===== src/logic/spim_cfg_pkg.sv =====
/*
  SPI master transmit configuration
  Lane modes, transfer controller states and the
  default sizes used by the transmit subsystem top level
*/
package spim_cfg_pkg;

  ////////////////////
  // Encodings
  ////////////////////

  // Lane mode of one transfer
  typedef enum logic [0:0] {
    LANE_SINGLE = 1'b0,  // One bit per serial clock on lane 0
    LANE_QUAD   = 1'b1   // One nibble per serial clock on lanes 3 to 0
  } lane_mode_e;

  // Transfer controller states
  typedef enum logic [1:0] {
    CTRL_IDLE  = 2'd0,  // Chip select high
    CTRL_SETUP = 2'd1,  // Chip select low and command settling
    CTRL_SHIFT = 2'd2,  // Shifter enabled
    CTRL_HOLD  = 2'd3   // Chip select hold after the last edge
  } ctrl_state_e;

  ////////////////////
  // Defaults
  ////////////////////

  localparam int FIFO_DEPTH_DEF = 8;  // Transmit FIFO words
  localparam int CLK_DIV_DEF    = 4;  // System clocks per serial clock, even and >= 2

endpackage


===== src/logic/spim_bus_pkg.sv =====
/*
  SPI master transmit bus types
  Start command and pad bundle shared between the
  top level and the transfer controller
*/
package spim_bus_pkg;

  // Start command issued by the host with start_i
  typedef struct packed {
    spim_cfg_pkg::lane_mode_e mode;       // Single or quad lanes
    logic [15:0]              bit_count;  // Total bits, multiple of 4 in quad
  } spim_cmd_t;

  // Registered pad bundle
  typedef struct packed {
    logic       csn;   // Chip select, active low
    logic       sclk;  // Serial clock, idles low
    logic [3:0] sdo;   // Data lanes with lane 0 in bit 0
  } spim_pad_t;

endpackage


===== src/logic/spim_txfifo.sv =====
/*
  SPI master transmit word FIFO
  Circular buffer fed by a host push strobe and drained by
  the shifter accept pulse. A push into a full FIFO is dropped
  and sets a sticky overflow flag
*/
`timescale 1ns/1ns

module spim_txfifo #(
  parameter int DEPTH = 8
) (
  input  logic        clk,
  input  logic        rstn,
  input  logic        flush_i,     // Empty the FIFO
  input  logic        push_i,      // Host write strobe
  input  logic [31:0] wdata_i,
  input  logic        pop_i,       // Shifter accept
  output logic [31:0] rdata_o,     // Head word
  output logic        valid_o,     // Not empty
  output logic        overflow_o,  // Sticky dropped push
  input  logic        clr_ovf_i    // Clear on transfer start
);

  localparam int PW = (DEPTH > 1) ? $clog2(DEPTH) : 1;
  localparam int CW = $clog2(DEPTH + 1);

  logic [31:0]   mem [DEPTH];  // Word storage
  logic [PW-1:0] wr_ptr;
  logic [PW-1:0] rd_ptr;
  logic [CW-1:0] count;        // Occupancy
  logic          full;
  logic          wr_en;
  logic          rd_en;

  // Pointer advance with wrap for any depth
  function automatic logic [PW-1:0] ptr_inc(input logic [PW-1:0] ptr);
    return (ptr == PW'(DEPTH - 1)) ? '0 : ptr + 1'b1;
  endfunction

  assign full    = (count == CW'(DEPTH));
  assign valid_o = (count != '0);
  assign wr_en   = push_i & ~full;   // Drop when full
  assign rd_en   = pop_i & valid_o;
  assign rdata_o = mem[rd_ptr];

  always_ff @(posedge clk) begin
    if (wr_en) mem[wr_ptr] <= wdata_i;
  end

  always_ff @(posedge clk or negedge rstn) begin
    if (!rstn) begin
      wr_ptr     <= '0;
      rd_ptr     <= '0;
      count      <= '0;
      overflow_o <= 1'b0;
    end else begin
      if (flush_i) begin                     // Flush wins over push and pop
        wr_ptr <= '0;
        rd_ptr <= '0;
        count  <= '0;
      end else begin
        if (wr_en) wr_ptr <= ptr_inc(wr_ptr);
        if (rd_en) rd_ptr <= ptr_inc(rd_ptr);
        case ({wr_en, rd_en})
          2'b10:   count <= count + 1'b1;
          2'b01:   count <= count - 1'b1;
          default: count <= count;          // Idle or push and pop together
        endcase
      end
      // Overflow stays set until the next start
      if (push_i && full) overflow_o <= 1'b1;
      else if (clr_ovf_i) overflow_o <= 1'b0;
    end
  end

endmodule


===== src/logic/spim_clkgen.sv =====
/*
  SPI serial clock generator
  Divides the system clock while run_i is high and marks
  every falling serial clock edge with a one cycle pulse.
  A first pulse right after run_i rises sets up lane data
*/
`timescale 1ns/1ns

module spim_clkgen #(
  parameter int CLK_DIV = 4
) (
  input  logic clk,
  input  logic rstn,
  input  logic run_i,      // Clock request from the shifter
  output logic sclk_o,     // Serial clock, parked low
  output logic tx_edge_o   // Lane update strobe
);

  localparam int HALF = CLK_DIV / 2;                     // Clocks per half period
  localparam int CW   = (HALF > 1) ? $clog2(HALF) : 1;

  logic [CW-1:0] half_cnt;  // Position inside the half period
  logic          run_q;     // run_i one cycle late
  logic          half_end;  // Last clock of the half period

  assign half_end = (half_cnt == CW'(HALF - 1));

  // Setup pulse on run rise, then one pulse per falling edge
  assign tx_edge_o = run_i & (~run_q | (sclk_o & half_end));

  always_ff @(posedge clk or negedge rstn) begin
    if (!rstn) begin
      half_cnt <= '0;
      sclk_o   <= 1'b0;
      run_q    <= 1'b0;
    end else begin
      run_q <= run_i;
      if (!run_i) begin
        half_cnt <= '0;           // Stopped
        sclk_o   <= 1'b0;         // Park low
      end else if (half_end) begin
        half_cnt <= '0;
        sclk_o   <= ~sclk_o;      // Toggle every half period
      end else begin
        half_cnt <= half_cnt + 1'b1;
      end
    end
  end

endmodule


===== src/logic/spim_tx.sv =====
/*
  SPI master word shifter
  Loads 32 bit words from the FIFO and shifts them out MSB first
  on one or four lanes at each transmit edge. Words are chained
  until the lane cycle target of the command is reached. An empty
  FIFO pauses the transfer with the clock parked
*/
`timescale 1ns/1ns

module spim_tx (
  input  logic                     clk,
  input  logic                     rstn,
  input  logic                     flush_i,        // Abort
  input  logic                     en_i,           // Controller shifting
  input  logic                     tx_edge_i,      // Falling edge strobe
  input  spim_cfg_pkg::lane_mode_e mode_i,
  input  logic [15:0]              bit_count_i,
  input  logic [31:0]              word_i,         // FIFO head
  input  logic                     word_valid_i,
  output logic                     word_accept_o,  // One pulse per loaded word
  output logic                     done_o,         // Last lane cycle on the pads
  output logic [3:0]               sdo_o,
  output logic                     clk_req_o       // Run the clock generator
);

  typedef enum logic [0:0] {
    TX_IDLE = 1'b0,
    TX_SEND = 1'b1
  } tx_state_e;

  localparam logic [3:0] SDO_IDLE = 4'b1100;  // Lanes 2 and 3 high for WP and HOLD

  tx_state_e   tx_cs;
  tx_state_e   tx_ns;        // State after the next transmit edge
  logic [31:0] data_q;       // Word being shifted
  logic [31:0] data_nx;
  logic [15:0] lane_cnt;     // Lane cycle now on the pads
  logic [15:0] lane_cnt_nx;
  logic [15:0] target;       // Lane cycles in the command
  logic        quad;
  logic        last_lane;
  logic        word_end;     // Last lane cycle of the current word
  logic        idle_q;       // Idle for at least one full cycle
  logic        start_ok;
  logic        req;          // Word load request
  logic        load;
  logic        accept_q;

  // Lane values for a word in the given mode
  function automatic logic [3:0] lane_bits(input logic q, input logic [31:0] d);
    return q ? d[31:28] : {2'b11, 1'b0, d[31]};
  endfunction

  ////////////////////
  // Counting
  ////////////////////

  assign quad      = (mode_i == spim_cfg_pkg::LANE_QUAD);
  assign target    = quad ? {2'b00, bit_count_i[15:2]} : bit_count_i;  // Bits or nibbles
  assign last_lane = ((lane_cnt + 16'd1) == target);
  assign word_end  = quad ? (lane_cnt[2:0] == 3'b111) : (lane_cnt[4:0] == 5'b11111);
  assign done_o    = (tx_cs == TX_SEND) & last_lane;

  // Restart only after a full idle cycle so the clock generator sees run drop
  assign start_ok  = en_i & word_valid_i & idle_q;
  assign clk_req_o = ~flush_i & ((tx_cs == TX_SEND) | start_ok);

  assign load          = req & tx_edge_i;
  assign word_accept_o = accept_q;

  ////////////////////
  // Next state
  ////////////////////

  always_comb begin
    tx_ns       = tx_cs;
    data_nx     = data_q;
    lane_cnt_nx = lane_cnt;
    req         = 1'b0;
    case (tx_cs)
      TX_IDLE: begin
        if (start_ok) begin             // Fresh start or resume after a pause
          req     = 1'b1;
          data_nx = word_i;
          tx_ns   = TX_SEND;
        end
      end
      TX_SEND: begin
        if (last_lane) begin            // Command complete
          lane_cnt_nx = '0;
          tx_ns       = TX_IDLE;
        end else if (word_end) begin
          lane_cnt_nx = lane_cnt + 16'd1;
          if (en_i && word_valid_i) begin
            req     = 1'b1;             // Chain next word
            data_nx = word_i;
          end else begin
            tx_ns = TX_IDLE;            // FIFO empty so pause
          end
        end else begin
          lane_cnt_nx = lane_cnt + 16'd1;
          data_nx     = quad ? {data_q[27:0], 4'h0} : {data_q[30:0], 1'b0};
        end
      end
      default: tx_ns = TX_IDLE;
    endcase
  end

  ////////////////////
  // Registers
  ////////////////////

  always_ff @(posedge clk) begin
    if (tx_edge_i) data_q <= data_nx;
  end

  always_ff @(posedge clk or negedge rstn) begin
    if (!rstn) begin
      tx_cs    <= TX_IDLE;
      lane_cnt <= '0;
      idle_q   <= 1'b1;
      accept_q <= 1'b0;
      sdo_o    <= SDO_IDLE;
    end else if (flush_i) begin
      tx_cs    <= TX_IDLE;
      lane_cnt <= '0;
      idle_q   <= 1'b1;
      accept_q <= 1'b0;
      sdo_o    <= SDO_IDLE;
    end else begin
      idle_q   <= (tx_cs == TX_IDLE);
      accept_q <= load;                 // Pop after the load edge
      if (tx_edge_i) begin
        tx_cs    <= tx_ns;
        lane_cnt <= lane_cnt_nx;
        // Lanes change on the falling edge only
        sdo_o    <= (tx_ns == TX_SEND) ? lane_bits(quad, data_nx) : SDO_IDLE;
      end else if (!en_i && tx_cs == TX_IDLE) begin
        lane_cnt <= '0;                 // Ready for the next command
      end
    end
  end

endmodule


===== src/logic/spim_ctrl.sv =====
/*
  SPI master transfer controller
  Registers the start command, drops chip select for the
  transfer, enables the shifter and holds chip select for a
  half serial period after the last edge. Abort ends at once
*/
`timescale 1ns/1ns

module spim_ctrl #(
  parameter int CLK_DIV = 4
) (
  input  logic                     clk,
  input  logic                     rstn,
  input  logic                     start_i,
  input  spim_bus_pkg::spim_cmd_t  cmd_i,
  input  logic                     abort_i,
  input  logic                     shift_done_i,  // Last lane cycle on the pads
  input  logic                     tx_edge_i,
  input  logic [3:0]               sdo_i,
  input  logic                     sclk_i,
  output logic                     tx_en_o,
  output logic                     flush_o,
  output spim_cfg_pkg::lane_mode_e mode_o,
  output logic [15:0]              bit_count_o,
  output logic                     clr_ovf_o,
  output spim_bus_pkg::spim_pad_t  pad_o,
  output logic                     busy_o,
  output logic                     done_o
);

  localparam int HALF = CLK_DIV / 2;
  localparam int HW   = $clog2(HALF + 1);

  spim_cfg_pkg::ctrl_state_e state_q;
  spim_cfg_pkg::ctrl_state_e state_d;
  spim_bus_pkg::spim_cmd_t   cmd_q;      // Command of the running transfer
  logic [HW-1:0]             hold_cnt;
  logic                      hold_end;
  logic                      start_ok;

  assign start_ok    = start_i & ~abort_i & (state_q == spim_cfg_pkg::CTRL_IDLE);
  assign hold_end    = (hold_cnt == HW'(HALF));  // Pad sclk is one stage behind csn
  assign tx_en_o     = (state_q == spim_cfg_pkg::CTRL_SHIFT);
  assign busy_o      = (state_q != spim_cfg_pkg::CTRL_IDLE);
  assign flush_o     = abort_i;                   // Flush FIFO and shifter together
  assign clr_ovf_o   = start_ok;
  assign mode_o      = cmd_q.mode;
  assign bit_count_o = cmd_q.bit_count;

  ////////////////////
  // FSM
  ////////////////////

  always_comb begin
    state_d = state_q;
    if (abort_i) begin
      state_d = spim_cfg_pkg::CTRL_IDLE;
    end else begin
      case (state_q)
        spim_cfg_pkg::CTRL_IDLE:  if (start_i) state_d = spim_cfg_pkg::CTRL_SETUP;
        spim_cfg_pkg::CTRL_SETUP: state_d = spim_cfg_pkg::CTRL_SHIFT;
        spim_cfg_pkg::CTRL_SHIFT: begin
          if (shift_done_i && tx_edge_i) state_d = spim_cfg_pkg::CTRL_HOLD;  // Final edge
        end
        spim_cfg_pkg::CTRL_HOLD:  if (hold_end) state_d = spim_cfg_pkg::CTRL_IDLE;
        default:                  state_d = spim_cfg_pkg::CTRL_IDLE;
      endcase
    end
  end

  always_ff @(posedge clk or negedge rstn) begin
    if (!rstn) begin
      state_q  <= spim_cfg_pkg::CTRL_IDLE;
      cmd_q    <= '0;
      hold_cnt <= '0;
      done_o   <= 1'b0;
      pad_o    <= '{csn: 1'b1, sclk: 1'b0, sdo: 4'b1100};
    end else begin
      state_q <= state_d;
      if (start_ok) cmd_q <= cmd_i;
      if (state_q == spim_cfg_pkg::CTRL_HOLD) hold_cnt <= hold_cnt + 1'b1;
      else hold_cnt <= '0;
      // Done together with csn rising
      done_o     <= ~abort_i & hold_end & (state_q == spim_cfg_pkg::CTRL_HOLD);
      pad_o.csn  <= (state_d == spim_cfg_pkg::CTRL_IDLE);
      pad_o.sclk <= sclk_i;
      pad_o.sdo  <= sdo_i;
    end
  end

endmodule


===== src/logic/spim_tx_top.sv =====
/*
  SPI master transmit subsystem
  Host words enter the FIFO and a start command sends them
  MSB first on one or four lanes under chip select
*/
`timescale 1ns/1ns

module spim_tx_top #(
  parameter int FIFO_DEPTH = spim_cfg_pkg::FIFO_DEPTH_DEF,
  parameter int CLK_DIV    = spim_cfg_pkg::CLK_DIV_DEF
) (
  input  logic                    clk,
  input  logic                    rstn,
  input  logic                    push_i,      // Word write strobe
  input  logic [31:0]             wdata_i,
  input  logic                    start_i,     // Command strobe
  input  spim_bus_pkg::spim_cmd_t cmd_i,
  input  logic                    abort_i,
  output spim_bus_pkg::spim_pad_t pad_o,
  output logic                    busy_o,
  output logic                    done_o,
  output logic                    overflow_o
);

  logic [31:0]              word;         // FIFO head
  logic                     word_valid;
  logic                     word_accept;
  logic                     flush;
  logic                     clr_ovf;
  logic                     tx_en;
  logic                     clk_req;
  logic                     tx_edge;
  logic                     sclk;
  logic                     shift_done;
  logic [3:0]               sdo;
  spim_cfg_pkg::lane_mode_e mode;
  logic [15:0]              bit_count;

  ////////////////////
  // Input side
  ////////////////////

  spim_txfifo #(
    .DEPTH (FIFO_DEPTH)
  ) i_fifo (
    .clk        (clk),
    .rstn       (rstn),
    .flush_i    (flush),
    .push_i     (push_i),
    .wdata_i    (wdata_i),
    .pop_i      (word_accept),
    .rdata_o    (word),
    .valid_o    (word_valid),
    .overflow_o (overflow_o),
    .clr_ovf_i  (clr_ovf)
  );

  ////////////////////
  // Processing
  ////////////////////

  spim_clkgen #(
    .CLK_DIV (CLK_DIV)
  ) i_clkgen (
    .clk       (clk),
    .rstn      (rstn),
    .run_i     (clk_req),
    .sclk_o    (sclk),
    .tx_edge_o (tx_edge)
  );

  spim_tx i_tx (
    .clk           (clk),
    .rstn          (rstn),
    .flush_i       (flush),
    .en_i          (tx_en),
    .tx_edge_i     (tx_edge),
    .mode_i        (mode),
    .bit_count_i   (bit_count),
    .word_i        (word),
    .word_valid_i  (word_valid),
    .word_accept_o (word_accept),
    .done_o        (shift_done),
    .sdo_o         (sdo),
    .clk_req_o     (clk_req)
  );

  ////////////////////
  // Output side
  ////////////////////

  spim_ctrl #(
    .CLK_DIV (CLK_DIV)
  ) i_ctrl (
    .clk          (clk),
    .rstn         (rstn),
    .start_i      (start_i),
    .cmd_i        (cmd_i),
    .abort_i      (abort_i),
    .shift_done_i (shift_done),
    .tx_edge_i    (tx_edge),
    .sdo_i        (sdo),
    .sclk_i       (sclk),
    .tx_en_o      (tx_en),
    .flush_o      (flush),
    .mode_o       (mode),
    .bit_count_o  (bit_count),
    .clr_ovf_o    (clr_ovf),
    .pad_o        (pad_o),
    .busy_o       (busy_o),
    .done_o       (done_o)
  );

endmodule


===== config.mk =====
export PLATFORM = sky130hd
export DESIGN_NAME = spim_tx_top
export DESIGN_NICKNAME = d
export VERILOG_FILES = /design/src/logic/spim_cfg_pkg.sv /design/src/logic/spim_bus_pkg.sv /design/src/logic/spim_txfifo.sv /design/src/logic/spim_clkgen.sv /design/src/logic/spim_tx.sv /design/src/logic/spim_ctrl.sv /design/src/logic/spim_tx_top.sv
export SDC_FILE = /design/constraint.sdc
export NUM_CORES = 1
export LEC_CHECK = 0
export BUFFER_PORTS_ARGS = -buffer_cell sky130_fd_sc_hd__clkbuf_2
export CAP_MARGIN = 20
export CELL_PAD_IN_SITES_DETAIL_PLACEMENT = 1
export CELL_PAD_IN_SITES_GLOBAL_PLACEMENT = 2
export CORE_UTILIZATION = 30
export DETAILED_ROUTE_END_ITERATION = 10
export PLACE_DENSITY_LB_ADDON = 0.1
export SLEW_MARGIN = 20
export SYNTH_ARGS = -nofsm -noshare
export SYNTH_HDL_FRONTEND = slang
export SYNTH_SLANG_ARGS = --single-unit

===== constraint.sdc =====
create_clock -name clk -period 5.23 [get_ports clk]
set_input_delay 0.523 -clock clk [delete_from_list [all_inputs] [get_ports clk]]
set_output_delay 0.523 -clock clk [all_outputs]
set_load 0.02 [all_outputs]

==> impl_metrics.yaml <==
synthesis:
  yosys.area.top_type: "edfxtp_1"
  synth_seq_cells: 353
  syn_area_um2: 14800
  synth.distinct_cells: 66
  synth_top_area_frac: 0.584
  yosysWarnings: 0
  async_flop_share: 0.184
  synth_flop_cell: "edfxtp_1"
  synth_nets: 929
  syn_inst: 865
  synth_edf_count: 288
  syn_area_per_cell_um2: 17.1
  ys_seq_area_frac: 0.695
  ys_top_cells_by_area: "edfxtp_1, dfrtp_1, mux4_2"
power_and_ir_drop:
  powerDensity_nw_per_um2: 387
  combPwrFrac: 0.086
  clkPwrFrac: 0.431
  p_switching_mw: 1.62
  p_sw_frac: 0.242
  p_seq_frac: 0.483
  p_int_mw: 5.09
  p_leak_nw: 5.88
  ir_drop_mv: 0.259
floorplanning:
  die-area_um2: 50200
  initial_utilization: 0.303
  row_count: 81
  core_region_area_um2: 48800
  ios: 63
  die_x_um: 224
  fp.dieH_um: 224
placed_design:
  pre_cts_slack_ns: 1.12
  port_buffers: 62
  gp_congestion: 0.737
  dp_hpwl_um: 22100
drt:
  drc: 0
  antenna_left: 0
  drt_first_pass_iters: 4
  vias: 7894
  drtIter0Drc: 406
  vias_per_cell: 4.80
  wl_per_cell_um: 22.1
  finalWirelength_um: 36400
sta:
  period_share: 0.771
  finalHoldViolations: 0
  min_period_ns: 4.03
  fin_setup_tns_ns: 0
  slew-limit-headroom: 0.337
  worst_slack_ns: 1.20
  fin_skew_ns: 0.0278
  rsz0062_at_grt: "no"
  fmax_mhz: 248
  worst_slew_pin_slew_ns: 0.990
  slew_violations: 0
  setup_violations: 0
global_routing:
  grt_overflow: 0
  antenna_found_initial: 0
  grt_pass1_wl_um: 55800
  grt_pass1_vias: 8767
  grt_max_degree: 66
  track_usage: 0.151
clock_network:
  root_buffer: "clkbuf_16"
  cts-htree-levels: 2
  post_cts_buffers: 0
  post_cts.resized_instances: 0
  clkSinkCount: 353
  postCtsHoldBufs: 0
  clkTransAtPathRegs_ns: 0.06
  numCtsBuffers: 43
  clkLatencyLatePin_ns: 0.58
  max-clock-path-buffers: 3
  cts_tree: "built"
flow_run:
  cap_violations: 0
min_path:
  hold_class: "in -> async"
final_layout:
  diodes: 0
  synthToLayoutAreaGrowth_pct: 17.1
  layout-drive-gt1-share: 0.263
  fin_nets: 1010
worst_setup_path:
  endpoint_kind: "flop"
  critPathLaunchType: "flop"
  crit_fanout: 42
  crit_required_ns: 5.52
  critPathKind: "reg -> reg"
  crit_arrival_ns: 4.32
run_status:
  status: "finished clean"
==> sequential cells by signal (all words and copies together), names as in the netlist, 2 cells and up <==
name,flops
i_tx.sdo_o,4
i_fifo.mem,256
i_tx.data_q,32
i_ctrl.pad_o,6
i_ctrl.state_q,2
i_fifo.rd_ptr,3
i_ctrl.hold_cnt,2
i_fifo.count,4
i_ctrl.bit_count_o,16
i_fifo.wr_ptr,3
i_tx.lane_cnt,16
==> layout by cell type (no fill, tap or decap), drive strengths merged, types with 4 or more instances in the layout <==
master / n
nor2: 38
xor2: 8
nand3: 13
and2: 5
clkinvlp: 6
dfrtp: 59
nor3: 16
nand4: 8
o22ai: 26
edfxtp: 288
and3: 5
inv: 16
mux2i: 71
a21oi: 15
ha: 9
o211ai: 4
xnor2: 24
mux2: 20
o21ai: 17
a22o: 5
clkinv: 19
nor2b: 5
buf: 20
nand2: 41
nor4: 5
a21o: 5
a31oi: 8
clkbuf: 110
dfstp: 6
mux4: 64
==> critical path, cell delays in order (launching register included) <==
cell	delay [ns]
dfrtp_2	0.61
buf_4	0.59
mux2i_1	0.32
xnor2_1	0.11
a211oi_1	0.23
a41o_1	0.12
o21ai_1	0.09
or3_1	0.66
a31oi_4	0.78
o22ai_1	0.21
==> synthesized netlist by cell type, types with 6 or more instances <==
cell and count:
nand4_1 7, o21ai_1 6, nand2_1 40, mux2_2 19, o22ai_1 26, dfstp_2 6, nor2_1 38, a21oi_1 15
ha_1 9, nand3_1 13, nor3_1 15, dfrtp_1 59, buf_1 10, xnor2_1 24, inv_1 14, o21ai_0 11
mux2i_1 71, buf_2 11, a31oi_1 7, xor2_1 8, clkbuf_1 22, edfxtp_1 288, mux4_2 64
==> logic make-up after synthesis <==
family          synth area share
xor+xnor                  0.0189
flops                      0.695
compound gates            0.0487
mux                        0.161
simple gates              0.0517
fa+ha+maj                0.00896
buf+inv                   0.0164
==> power groups by stage <==
stage | sequential (mW) | combinational (mW) | clock [mW]
2_1_floorplan | 3.26 | 0.416 | 0
3_3_place_gp | 3.30 | 0.597 | 0
3_5_place_dp | 3.30 | 0.600 | 0
4_1_cts | 3.24 | 0.601 | 2.99
5_1_grt | 3.25 | 0.647 | 3.09
6_report | 3.24 | 0.580 | 2.89
==> layout make-up <==
cell class                 instances  area (µm²)
fill                            4962       31500
sequential                       353       10300
multi-input combinational        453        4340
clock buffer                      49        1100
tap                              664         831
timing repair buffer              81         455
clock inverter                    30         274
inverter                          14        52.6
==> path summary, 6_finish.rpt <==
check                           cells past startpoint  slack [ns]          start                      to
worst max-delay path                                9        1.20  i_ctrl.mode_o         i_tx.data_q[15]
worst min-delay path                                1        0.07           rstn   i_ctrl.bit_count_o[4]
worst max register to register                      9        1.20  i_ctrl.mode_o         i_tx.data_q[15]
worst min register to register                      0        0.37  i_tx.sdo_o[2]         i_ctrl.pad_o[2]
max in group asynchronous                           1        4.49           rstn        i_fifo.rd_ptr[0]
min in group clk                                    2        0.18      cmd_i[10]  i_ctrl.bit_count_o[10]
==> metal layers <==
layer,wire (µm),vias to the layer above,track usage
met4,963,0,0.0528
met2,18300,119,0.258
met3,1190,55,0.0275
li1,-,3592,-
met5,0,-,0
met1,15900,4128,0.191
==> metrics by stage <==
stage               total power, mW  area (µm²)  utilization  hold slack, ns  instances
finish                         6.71       17300        0.355          0.0683       1644
global route                   6.99       17300        0.355           0.145       1644
CTS                            6.84       17300        0.355           0.106       1644
detailed placement             3.90       16000        0.327           0.363       1565
global placement               3.89       16000        0.327           0.361       1565
floorplan                      3.68       14800            -           0.227        865
Power figures use the tool's default switching activity.
